==> src/include/aes_lite_macros.svh <==
// width and depth constants for the lite block cipher, included by the package and the RTL
`ifndef AES_LITE_MACROS_SVH
`define AES_LITE_MACROS_SVH

// data block and round key share one width
`define AES_BLOCK_W     128

// keys 0..14, one per round plus the final whitening key
`define AES_ROUND_KEYS  15

// store is a power of two, top slot never written
`define AES_KEY_SLOTS   16

// enough bits to address every slot
`define AES_KEY_IDX_W   4

// seed arrives as two full blocks, keys 0 and 1
`define AES_SEED_WORDS  2

`endif

==> src/design/aes_lite_pkg.sv <==
// shared types of the lite cipher device, imported by every RTL module
`default_nettype none

`include "aes_lite_macros.svh"

package aes_lite_pkg;

    // one data block or one round key
    typedef logic [`AES_BLOCK_W-1:0] block_t;

    // round key index into the key store
    typedef logic [`AES_KEY_IDX_W-1:0] key_idx_t;

    // operation code sampled together with start
    typedef enum logic [1:0]
    {
        mode_enc    = 2'b00,
        mode_dec    = 2'b01,
        mode_keygen = 2'b10,
        mode_none   = 2'b11
    } mode_t;

    // device controller states
    typedef enum logic [3-1:0]
    {
        st_idle,
        st_seed,
        st_expand,
        st_load,
        st_round,
        st_emit
    } ctrl_state_t;

    // strobes from the controller to counter, expander, store and datapath
    typedef struct packed
    {
        logic clear;
        logic down;
        logic step;
        logic seed_we;
        logic key_we;
        logic load;
        logic emit;
    } step_ctrl_t;

endpackage

`default_nettype wire

==> src/design/aes_dev_ctrl.sv <==
// device FSM that sequences key generation, encryption and decryption for the cipher top level
`default_nettype none
`timescale 1ns/1ps

`include "aes_lite_macros.svh"

module aes_dev_ctrl
(
    input  logic                     clk,
    input  logic                     resetn,
    input  logic                     start,
    input  aes_lite_pkg::mode_t      mode,
    input  logic                     last,
    output aes_lite_pkg::step_ctrl_t ctrl,
    output logic                     take,
    output logic                     done,
    output logic                     keys_ready
);
    import aes_lite_pkg::*;

    ctrl_state_t state;
    ctrl_state_t state_nxt;
    mode_t       mode_q;
    logic        seed_word;
    logic        accept;
    logic        dec_op;

    // direction of the running operation
    assign dec_op = (mode_q == mode_dec);

    // start only counts in idle and cipher requests need a full key set
    always_comb
    begin
        accept = 1'b0;
        if (state == st_idle && start)
        begin
            case (mode)
                mode_keygen: accept = 1'b1;
                mode_enc:    accept = keys_ready;
                mode_dec:    accept = keys_ready;
                default:     accept = 1'b0;
            endcase
        end
    end

    always_comb
    begin
        state_nxt = state;
        ctrl = '0;
        ctrl.down = dec_op;
        case (state)
            st_idle:
            begin
                // keep the counter parked at the start index of whatever comes next
                ctrl.clear = 1'b1;
                ctrl.down = (mode == mode_dec);
                if (accept)
                    state_nxt = (mode == mode_keygen) ? st_seed : st_load;
            end
            st_seed:
            begin
                ctrl.seed_we = 1'b1;
                ctrl.step = 1'b1;
                if (seed_word == 1'(`AES_SEED_WORDS - 1))
                    state_nxt = st_expand;
            end
            st_expand:
            begin
                ctrl.key_we = 1'b1;
                ctrl.step = 1'b1;
                // key 14 written on this edge
                if (last)
                    state_nxt = st_idle;
            end
            st_load:
            begin
                ctrl.load = 1'b1;
                // decrypt consumed key 14 in the load and moves on to key 13
                ctrl.step = dec_op;
                state_nxt = st_round;
            end
            st_round:
            begin
                if (last && !dec_op)
                begin
                    // encrypt reached key 14 so the final xor goes out now
                    ctrl.emit = 1'b1;
                    state_nxt = st_idle;
                end
                else
                begin
                    ctrl.step = 1'b1;
                    // decrypt still runs round 0 at index 0
                    if (last)
                        state_nxt = st_emit;
                end
            end
            st_emit:
            begin
                ctrl.emit = 1'b1;
                state_nxt = st_idle;
            end
            default:
            begin
                state_nxt = st_idle;
            end
        endcase
    end

    always_ff @(posedge clk or negedge resetn)
    begin
        if (!resetn)
        begin
            state <= st_idle;
            mode_q <= mode_none;
            seed_word <= 1'b0;
            take <= 1'b0;
            done <= 1'b0;
            keys_ready <= 1'b0;
        end
        else
        begin
            state <= state_nxt;
            // take marks the cycles in which the inputs are consumed
            take <= (state_nxt == st_seed) || (state_nxt == st_load);
            done <= ctrl.emit;
            if (accept)
                mode_q <= mode;
            if (state == st_seed)
                seed_word <= seed_word + 1'b1;
            else
                seed_word <= 1'b0;
            // old keys are gone once the first seed word lands
            if (state == st_seed)
                keys_ready <= 1'b0;
            else if (state == st_expand && last)
                keys_ready <= 1'b1;
        end
    end

    // done is a single-cycle strobe
    done_pulse: assert property (@(posedge clk) disable iff (!resetn) done |=> !done);

    // take only in a consume cycle and a block load needs a full key set
    take_window: assert property (@(posedge clk) disable iff (!resetn)
        take |-> (ctrl.seed_we || (ctrl.load && keys_ready)));

endmodule

`default_nettype wire

==> src/design/aes_device.sv <==
// top level of the lite cipher device, ties the controller, counter, key path and datapath together
`default_nettype none
`timescale 1ns/1ps

module aes_device
(
    input  logic                 clk,
    input  logic                 resetn,
    input  logic                 start,
    input  aes_lite_pkg::mode_t  mode,
    input  aes_lite_pkg::block_t data_in,
    input  aes_lite_pkg::block_t seed,
    output aes_lite_pkg::block_t data_out,
    output logic                 done,
    output logic                 take,
    output logic                 keys_ready
);
    import aes_lite_pkg::*;

    step_ctrl_t ctrl;
    key_idx_t   key_idx;
    logic       last;
    block_t     new_key;
    block_t     round_key;

    // sequencing
    aes_dev_ctrl ctrl_inst
    (
        .clk        (clk),
        .resetn     (resetn),
        .start      (start),
        .mode       (mode),
        .last       (last),
        .ctrl       (ctrl),
        .take       (take),
        .done       (done),
        .keys_ready (keys_ready)
    );

    // shared round-key index
    aes_step_counter counter_inst
    (
        .clk     (clk),
        .resetn  (resetn),
        .ctrl    (ctrl),
        .key_idx (key_idx),
        .last    (last)
    );

    aes_key_expander expander_inst
    (
        .clk     (clk),
        .resetn  (resetn),
        .ctrl    (ctrl),
        .seed    (seed),
        .key_idx (key_idx),
        .new_key (new_key)
    );

    aes_round_key_store store_inst
    (
        .clk       (clk),
        .resetn    (resetn),
        .ctrl      (ctrl),
        .key_idx   (key_idx),
        .new_key   (new_key),
        .round_key (round_key)
    );

    // block path
    aes_round_datapath datapath_inst
    (
        .clk       (clk),
        .resetn    (resetn),
        .ctrl      (ctrl),
        .data_in   (data_in),
        .round_key (round_key),
        .data_out  (data_out)
    );

endmodule

`default_nettype wire

==> src/design/aes_key_expander.sv <==
// round-key generator that turns the two seed words into keys 2 to 14, one key per cycle
`default_nettype none
`timescale 1ns/1ps

`include "aes_lite_macros.svh"

module aes_key_expander
(
    input  logic                     clk,
    input  logic                     resetn,
    input  aes_lite_pkg::step_ctrl_t ctrl,
    input  aes_lite_pkg::block_t     seed,
    input  aes_lite_pkg::key_idx_t   key_idx,
    output aes_lite_pkg::block_t     new_key
);
    import aes_lite_pkg::*;

    block_t     prev_1;
    block_t     prev_2;
    block_t     rot_key;
    block_t     next_key;
    logic [7:0] rcon;
    logic       shift_en;

    assign shift_en = ctrl.seed_we | ctrl.key_we;

    // recurrence on key i-1 and key i-2
    always_comb
    begin
        // rotate left by one byte
        rot_key = {prev_1[`AES_BLOCK_W-9:0], prev_1[`AES_BLOCK_W-1 -: 8]};
        rot_key[`AES_BLOCK_W-1 -: 8] = rot_key[`AES_BLOCK_W-1 -: 8] ^ rcon;
        if (key_idx[0])
            next_key = prev_1 ^ prev_2;
        else
            next_key = rot_key ^ prev_2;
    end

    // first keys come straight from the seed
    assign new_key = (key_idx < `AES_SEED_WORDS) ? seed : next_key;

    // two-deep key history
    always_ff @(posedge clk)
    begin
        if (shift_en)
        begin
            prev_2 <= prev_1;
            prev_1 <= new_key;
        end
    end

    always_ff @(posedge clk or negedge resetn)
    begin
        if (!resetn)
        begin
            rcon <= 8'h01;
        end
        else if (ctrl.seed_we)
        begin
            rcon <= 8'h01;
        end
        else if (ctrl.key_we && !key_idx[0])
        begin
            // xtime, reduce by x^8+x^4+x^3+x+1
            rcon <= {rcon[6:0], 1'b0} ^ (rcon[7] ? 8'h1b : 8'h00);
        end
    end

endmodule

`default_nettype wire

==> src/design/aes_round_datapath.sv <==
// cipher state register with ShiftRows or inverse ShiftRows and key xor, plus the output register
`default_nettype none
`timescale 1ns/1ps

`include "aes_lite_macros.svh"

module aes_round_datapath
(
    input  logic                     clk,
    input  logic                     resetn,
    input  aes_lite_pkg::step_ctrl_t ctrl,
    input  aes_lite_pkg::block_t     data_in,
    input  aes_lite_pkg::block_t     round_key,
    output aes_lite_pkg::block_t     data_out
);
    import aes_lite_pkg::*;

    block_t state_q;

    // byte n of the block sits at the top, column-major state with s[r][c] = byte r+4c
    function automatic block_t shift_rows(block_t b);
        block_t r;
        for (int c = 0; c < 4; c++)
        begin
            for (int row = 0; row < 4; row++)
            begin
                // row r rotates left by r columns
                r[`AES_BLOCK_W-1 - 8*(row + 4*c) -: 8] =
                    b[`AES_BLOCK_W-1 - 8*(row + 4*((c + row) % 4)) -: 8];
            end
        end
        return r;
    endfunction

    function automatic block_t inv_shift_rows(block_t b);
        block_t r;
        for (int c = 0; c < 4; c++)
        begin
            for (int row = 0; row < 4; row++)
            begin
                // rotate right by r columns
                r[`AES_BLOCK_W-1 - 8*(row + 4*c) -: 8] =
                    b[`AES_BLOCK_W-1 - 8*(row + 4*((c + 4 - row) % 4)) -: 8];
            end
        end
        return r;
    endfunction

    // state register, load wins over step
    always_ff @(posedge clk)
    begin
        if (ctrl.load)
        begin
            // decrypt starts by removing key 14
            state_q <= ctrl.down ? (data_in ^ round_key) : data_in;
        end
        else if (ctrl.step)
        begin
            if (ctrl.down)
                state_q <= inv_shift_rows(state_q) ^ round_key;
            else
                state_q <= shift_rows(state_q ^ round_key);
        end
    end

    // result register, holds until the next emit
    always_ff @(posedge clk or negedge resetn)
    begin
        if (!resetn)
        begin
            data_out <= '0;
        end
        else if (ctrl.emit)
        begin
            // encrypt still owes the last key
            data_out <= ctrl.down ? state_q : (state_q ^ round_key);
        end
    end

endmodule

`default_nettype wire

==> src/design/aes_round_key_store.sv <==
// round-key register file, written during key generation and read by the datapath each round
`default_nettype none
`timescale 1ns/1ps

`include "aes_lite_macros.svh"

module aes_round_key_store
(
    input  logic                     clk,
    input  logic                     resetn,
    input  aes_lite_pkg::step_ctrl_t ctrl,
    input  aes_lite_pkg::key_idx_t   key_idx,
    input  aes_lite_pkg::block_t     new_key,
    output aes_lite_pkg::block_t     round_key
);
    import aes_lite_pkg::*;

    block_t slots [`AES_KEY_SLOTS];
    logic   wr_en;

    // seed words and expanded keys share the write port
    assign wr_en = ctrl.seed_we | ctrl.key_we;

    always_ff @(posedge clk)
    begin
        if (wr_en)
            slots[key_idx] <= new_key;
    end

    // combinational read at the counter index
    assign round_key = slots[key_idx];

    // top slot is spare, counter must never point a write there
    no_spare_write: assert property (@(posedge clk) disable iff (!resetn)
        wr_en |-> (key_idx != key_idx_t'(`AES_KEY_SLOTS - 1)));

endmodule

`default_nettype wire

==> src/design/aes_step_counter.sv <==
// up/down round-key index counter with a terminal flag for the cipher controller
`default_nettype none
`timescale 1ns/1ps

`include "aes_lite_macros.svh"

module aes_step_counter
(
    input  logic                     clk,
    input  logic                     resetn,
    input  aes_lite_pkg::step_ctrl_t ctrl,
    output aes_lite_pkg::key_idx_t   key_idx,
    output logic                     last
);
    import aes_lite_pkg::*;

    // index of the final round key
    localparam key_idx_t top_idx = key_idx_t'(`AES_ROUND_KEYS - 1);

    // terminal index depends on direction
    assign last = ctrl.down ? (key_idx == '0) : (key_idx == top_idx);

    always_ff @(posedge clk or negedge resetn)
    begin
        if (!resetn)
        begin
            key_idx <= '0;
        end
        else if (ctrl.clear)
        begin
            key_idx <= ctrl.down ? top_idx : '0;
        end
        else if (ctrl.step && !last)
        begin
            // hold at the terminal index
            key_idx <= ctrl.down ? key_idx - 1'b1 : key_idx + 1'b1;
        end
    end

    // index must stay inside the written part of the key store
    idx_range: assert property (@(posedge clk) disable iff (!resetn) key_idx <= top_idx);

endmodule

`default_nettype wire

==> config.mk <==
export PLATFORM = sky130hd
export DESIGN_NAME = aes_device
export DESIGN_NICKNAME = d
export VERILOG_FILES = /design/src/design/aes_lite_pkg.sv /design/src/design/aes_dev_ctrl.sv /design/src/design/aes_device.sv /design/src/design/aes_key_expander.sv /design/src/design/aes_round_datapath.sv /design/src/design/aes_round_key_store.sv /design/src/design/aes_step_counter.sv
export VERILOG_INCLUDE_DIRS = /design/src /design/src/include
export SDC_FILE = /design/constraint.sdc
export NUM_CORES = 2
export LEC_CHECK = 0
export ABC_AREA = 1
export ABC_CLOCK_PERIOD_IN_PS = 16250
export BUFFER_PORTS_ARGS = -buffer_cell sky130_fd_sc_hd__buf_2
export CORE_MARGIN = 4
export CORE_UTILIZATION = 62
export DETAILED_ROUTE_END_ITERATION = 16
export PLACE_DENSITY = 0.77
export SLEW_MARGIN = 0
export SYNTH_ARGS = -nofsm -noshare
export SYNTH_HDL_FRONTEND = slang
export SYNTH_SLANG_ARGS = --single-unit
==> constraint.sdc <==
create_clock -name clk -period 16.25 [get_ports clk]
set_clock_uncertainty 0.1 [all_clocks]
set_input_delay 3.25 -clock clk [delete_from_list [all_inputs] [get_ports clk]]
set_output_delay 3.25 -clock clk [all_outputs]
set_load 0.05 [all_outputs]
Word-level counts from Yosys, hierarchy flattened
Memory sizes are Yosys's and may differ from the RTL's.
Cells that the tools add are included.
- reduce and logical (&&, ||, !) cells: 18
- shift-type cells: 0
- add/sub/neg operators: 3
- equality and inequality tests: 11
- divide/modulo/power cells: 0
- magnitude comparators: 1
- mux-type cells: 37
- bitwise operators: 8
- multiply operators: 0
- operators by type and width (operator ; number):
    2-to-1 mux 128 bit ; 7
    XOR 128 bit ; 5
    2-to-1 mux 4 bit ; 4
    2-to-1 mux 8 bit ; 2
    XOR 8 bit ; 2
    2-to-1 mux 3 bit ; 5
    case mux 3 bit (5 select lines) ; 1
    2-to-1 mux 1 bit ; 12
    equality test 3 x 2 -> 1 bit, second input constant ; 3
    nonzero test 2 bit ; 4
    equality test 3 x 1 -> 1 bit, second input constant ; 2
    equality test 3 bit, second input constant ; 2
    logical AND 1 bit ; 5
    2-to-1 mux 5 bit ; 1
    adder 4 x 1 -> 4 bit, second input constant ; 1
    equality test 2 x 1 -> 1 bit, second input constant ; 2
    equality test 4 bit, second input constant ; 1
    zero test 4 bit ; 1
    less-than comparator 4 x 2 -> 1 bit, second input constant ; 1
    2-to-1 mux 2 bit ; 2
    case mux 1 bit (2 select lines) ; 2
    OR reduction 2 bit ; 2
    subtractor 4 x 1 -> 4 bit, second input constant ; 1
    zero test 1 bit ; 3
    7 further kinds ; 7
- register bits: 533
- output and inout bits: 131
- memory bits (read-only): 0
- memories kept: 1
- latch bits: 0
- bits in writable memories: 2048
- logic and storage cells: 91
- input port bits: 261
- memories (memory ; words ; width ; rd ports ; clocked after Yosys merged registers in ; wr ports ; line ; RTL):
    store_inst.slots ; 16 ; 128 ; 1 ; 0 ; 1 ; aes_round_key_store.sv:18 ; block_t slots [`AES_KEY_SLOTS];

Depth between registers and ports, before layout
- depth in word-level cells: 9
- gate-level depth with buffers: 20
- mapped depth without buffers: 16

By module
Synthesis repeated with hierarchy kept, for this count alone.
- cell total of the unflattened synthesis: 12505
- area total of the unflattened synthesis: 116845.8 um^2
- modules (own cells, without submodules) (module ; times used ; seq. area each (um^2) ; area each (um^2) ; cells an instance):
    aes_round_key_store ; 1 ; 61499.0 ; 85101.6 ; 8236
    aes_round_datapath ; 1 ; 7046.8 ; 17830.9 ; 2692
    aes_key_expander ; 1 ; 7888.8 ; 13063.8 ; 1462
    aes_dev_ctrl ; 1 ; 227.7 ; 498.0 ; 65
    aes_step_counter ; 1 ; 100.1 ; 351.6 ; 50

Least setup slack after synthesis
No wires, ideal clock.
- path kind: flip-flop to flip-flop
- start: reg ctrl_inst.state[0]
- end: mem store_inst.slots[5][0] (netlist name) (enable)
- stages on the path, launching flop included: 7
- buffers on the path: 0
- data arrival time: 12.902 ns
- clock period less this slack: 13.617 ns
- slack: 2.633 ns
- library setup time: 0.616 ns
- required time: 15.534 ns
- cells stage by stage: dfrtp_1 -> inv_2 -> nor3_1 -> inv_1 -> nand2_1 -> nand3_1 -> nor2_1
- word-level cells in the longest chain between the ends: 5
- elaborated cells on any way between the ends: 7
- those cells by class: eq/ne (2); mux (4); bitwise (1)
- RTL lines (element ; line ; RTL):
    from (decl) ; aes_dev_ctrl.sv:21 ; ctrl_state_t state;
    from (signal assigned) ; aes_dev_ctrl.sv:114 ; state <= st_idle;
    from (signal assigned) ; aes_dev_ctrl.sv:123 ; state <= state_nxt;
    equality test 3 x 1 -> 1 bit or equality test 3 x 2 -> 1 bit (tied branches) ; aes_dev_ctrl.sv:51 ; case (state)
    2-to-1 mux 1 bit ; aes_dev_ctrl.sv:51 ;
    bitwise OR 1 bit * ; n/a ;
    net expander_inst.shift_en ; aes_key_expander.sv:23 ; logic shift_en;
    2-to-1 mux 1 bit * ; aes_round_key_store.sv:26 ; if (wr_en)
    2-to-1 mux 1 bit (implied by the code) * ; aes_round_key_store.sv:27 ; slots[key_idx] <= new_key;
    to (decl) ; aes_round_key_store.sv:18 ;
The timed path passes the listed nets; every way through them passes the cells marked *.

Worst setup path in the final report
- start: in mode[1]
- end: reg datapath_inst.state_q[86] (data pin)
- word-level cells in the longest chain between the ends: 5
- elaborated cells on any way between the ends: 6
- those cells by class: eq/ne (1); mux (5)
- RTL lines (element ; line ; RTL):
    from (decl) ; aes_device.sv:10 ; input aes_lite_pkg::mode_t mode,
    equality test 2 x 1 -> 1 bit * ; aes_dev_ctrl.sv:56 ; ctrl.down = (mode == mode_dec);
    2-to-1 mux 2 bit * ; aes_dev_ctrl.sv:51 ;
    2-to-1 mux 128 bit ; aes_round_datapath.sv:59 ; if (ctrl.down)
    2-to-1 mux 128 bit ; aes_round_datapath.sv:57 ; else if (ctrl.step)
    2-to-1 mux 128 bit * ; aes_round_datapath.sv:52 ; if (ctrl.load)
    to (signal assigned) ; aes_round_datapath.sv:55 ; state_q <= ctrl.down ? (data_in ^ round_key) : data_in;
    to (signal assigned) ; aes_round_datapath.sv:60 ; state_q <= inv_shift_rows(state_q) ^ round_key;
    to (signal assigned) ; aes_round_datapath.sv:62 ; state_q <= shift_rows(state_q ^ round_key);
    to (decl) ; aes_round_datapath.sv:18 ; block_t state_q;
Every way passes the cells marked *; elsewhere a longest branch is shown, timed or not. The select of a mux whose other input is x is not followed.
A chain may end at the register's enable or synchronous reset.

==> flow_metrics.py <==
metrics = {
    "pwr": {
        "power.density_nw_per_um2": 242,
        "total_power_w": 0.0306,
        "vdd_ir_drop_max_v": 0.000234,
        "leakage_nw": 54.0,
    },
    "worst_setup_path": {
        "crit_end": "datapath_inst.state_q[86]",
        "cp_cell_sequence": "buf_2 > inv_1 > nand2_1 > nand2_1 > nand2_8 > buf_4 > buf_4 > nand3_1 > nand2_1 > nand2_1 > nand2_1",
        "r2r_start": "counter_inst.key_idx[0]",
        "crit_required_ns": 16.90,
        "path_max_fanout": 109,
        "setup.worst_path.start": "mode[1]",
        "reg2reg_depth": 17,
        "worst_path_most_repeated_cell": "nand2_1",
        "crit_family": "buffers and inverters",
        "reg2reg_to": "datapath_inst.state_q[48]",
        "slowest_delay_ns": 0.96,
        "cpMaxStageDelayCell": "buf_4",
        "cp.arrival_ns": 6.81,
        "crit_cells": 11,
        "criticalPathCategory": "in2reg",
        "ff2ff_setup_slack_ns": 10.55,
        "critPathBufInv": 4,
        "crit_path_end_kind": "register",
        "start_kind": "primary input",
    },
    "clock_network": {
        "cts_buffers": 281,
        "htree_levels": 5,
        "postCtsSetupBuffers": 0,
        "post_cts_resized": 0,
        "cts_sinks": 2581,
        "cts_hold_buf": 0,
        "cts_max_path_buffers": 4,
        "cts_root_buffer": "clkbuf_16",
        "cts.clk_slew.worst_paths_ns": 0.06,
        "clk_latency_ns": 0.92,
        "cts_tree": "done",
    },
    "routing": {
        "avgRoutedWirePerCell_um": 23.4,
        "routed_wl_mm": 343,
        "vias": 85700,
        "drt_iter0_drc": 12300,
        "avgViaCountPerCell": 5.84,
        "ant_nets": 0,
        "drt-pass1-iter-count": 6,
        "drcViolationCount": 0,
    },
    "finish": {
        "drive_gt1_frac": 0.0886,
        "area_growth_pct": 10.5,
        "fin_util": 0.690,
        "design_area_um2": 126000,
        "nets": 12300,
    },
    "placed_design": {
        "place_hpwl_mm": 197,
        "portBuffers": 391,
        "gp_routability_congestion": 0.934,
        "placed_cell_area_um2": 118000,
    },
    "global_route": {
        "antenna_found_initial": 22,
        "grt_pass1_vias": 80300,
        "grt_max_degree": 238,
        "grt_pass1_wl_mm": 501,
        "grt_overflow_total": 0,
        "grt_usage": 0.352,
    },
    "sta": {
        "hold_violations": 0,
        "slew_headroom": 0.0244,
        "finalSetupViolations": 0,
        "post-route-min-period_ns": 6.16,
        "tightest_slew_ns": 1.46,
        "rsz0062_at_grt": "no",
        "fmax_mhz": 162,
        "setup_tns_ns": 0,
        "timing.final.crit_share": 0.379,
        "final_max_slew_viol_count": 0,
    },
    "floorplanning": {
        "fp.dieH_um": 437,
        "fp-row-count": 157,
        "start_util": 0.624,
        "design.portCount": 392,
        "die_w_um": 437,
        "core_area_um2": 183000,
        "die_area_um2": 191000,
    },
    "synth": {
        "yosys_register_bits": 2581,
        "async_flop_share": 0.0577,
        "syn_inst": 11700,
        "ys.flop_type": "edfxtp_1",
        "ys_seq_area_frac": 0.671,
        "ys_top_cells_by_area": "edfxtp_1 (64%), nand2_1 (22%), dfrtp_1 (3.2%), nand3_1 (2.0%), buf_2 (1.3%)",
        "synth_common_cells": "nand2_1 (6,731), edfxtp_1 (2,432), nand3_1 (456)",
        "synth_area_um2": 114000,
        "yosysTopAreaCellShare": 0.639,
        "syn_nets": 12000,
        "yosys.area.top_type": "edfxtp_1",
        "post-synth-top-count-cell": "nand2_1",
        "syn_area_per_cell_um2": 9.76,
        "ys_types": 36,
        "synth-edff-count": 2432,
        "yosys_warnings": 0,
    },
    "status": {
        "outcome": "finished clean",
    },
    "job": {
        "max-cap-violations": 0,
    },
    "min_path": {
        "hold_path_class": "reg2reg",
    },
}
==> where the power goes <==
| part | internal, W | switching (W) |
|---|---|---|
| Combinational | 0.00286 | 0.0100 |
| Clock | 0.00344 | 0.00251 |
| Sequential | 0.0111 | 0.000700 |
| Total | 0.0174 | 0.0132 |
==> state kept, by name (all words and copies together) (netlist names), 2 cells and up <==
register / flops
ctrl_inst.mode_q: 2
datapath_inst.data_out: 128
counter_inst.key_idx: 4
expander_inst.rcon: 8
expander_inst.prev_1: 128
ctrl_inst.state: 3
datapath_inst.state_q: 128
expander_inst.prev_2: 128
store_inst.slots: 2048
==> logic make-up (layout without fill, tap and decap cells) <==
logic type               after synthesis  in the layout  synth area share
buffers and inverters                968           1430            0.0402
XOR/XNOR                             141            141            0.0108
adder cells (fa/ha/maj)                3              3          0.000394
AO/OA/AOI/OAI                        412            412            0.0184
other                                  0             19                 0
flip-flops                          2581           2581             0.671
AND/OR/NAND/NOR                     7617           7617             0.259
==> through the flow <==
| stage | std cells | hold slack, ns | worst slack, ns |
|---|---|---|---|
| 3_3_place_gp | 14200 | 0.332 | 9.28 |
| 5_1_grt | 14700 | 0.378 | 9.79 |
| 3_5_place_dp | 14200 | 0.340 | 9.22 |
| 4_1_cts | 14600 | 0.348 | 10.13 |
| 2_1_floorplan | 11700 | 0.315 | 2.63 |
| 6_report | 14700 | 0.347 | 10.09 |
==> layout make-up <==
class                           instances  area [um2]
Fill cell                           13100       56900
Multi-Input combinational cell       8173       33300
Clock inverter                        116         840
Sequential cell                      2581       76800
Timing Repair Buffer                  542        3260
Clock buffer                          356        7520
Tap cell                             2464        3080
Antenna cell                           19        47.5
Inverter                              416        1610
==> placed cells by master (no fill, tap or decap), drive strengths merged <==
cell / n
bufinv: 12
ha: 2
a21oi: 100
nor3: 6
o31ai: 1
dfstp: 3
nand3: 457
xnor2: 140
or2: 32
diode: 19
fa: 1
edfxtp: 2432
o22ai: 3
nand2: 6735
clkinv: 99
clkinvlp: 2
nor2: 320
xor2: 1
inv: 419
buf: 542
dfrtp: 146
o21ai: 307
nand3b: 64
clkbuf: 356
o21bai: 1
nand4: 3
==> routing by layer <==
layer	routed length (um)	vias to the layer above	share of wire	track usage
met5	21	-	0.000061	0
met4	24900	2	0.073	0.227
met3	40200	1034	0.12	0.0667
met1	121000	40500	0.35	0.460
met2	157000	5587	0.46	0.545
li1	-	38500	-	-
==> worst min-delay path by stage <==
stage                                    from                   to  slack [ns]  depth (start not counted)
final                     ctrl_inst.seed_word  ctrl_inst.seed_word        0.35                          1
after global routing      ctrl_inst.seed_word  ctrl_inst.seed_word        0.38                          1
after global placement    ctrl_inst.seed_word  ctrl_inst.seed_word        0.33                          1
after floorplan           ctrl_inst.seed_word  ctrl_inst.seed_word        0.32                          1
after detailed placement  ctrl_inst.seed_word  ctrl_inst.seed_word        0.34                          1
after CTS                 ctrl_inst.seed_word  ctrl_inst.seed_word        0.35                          1
No activity file was read; power rests on OpenSTA's default activity.
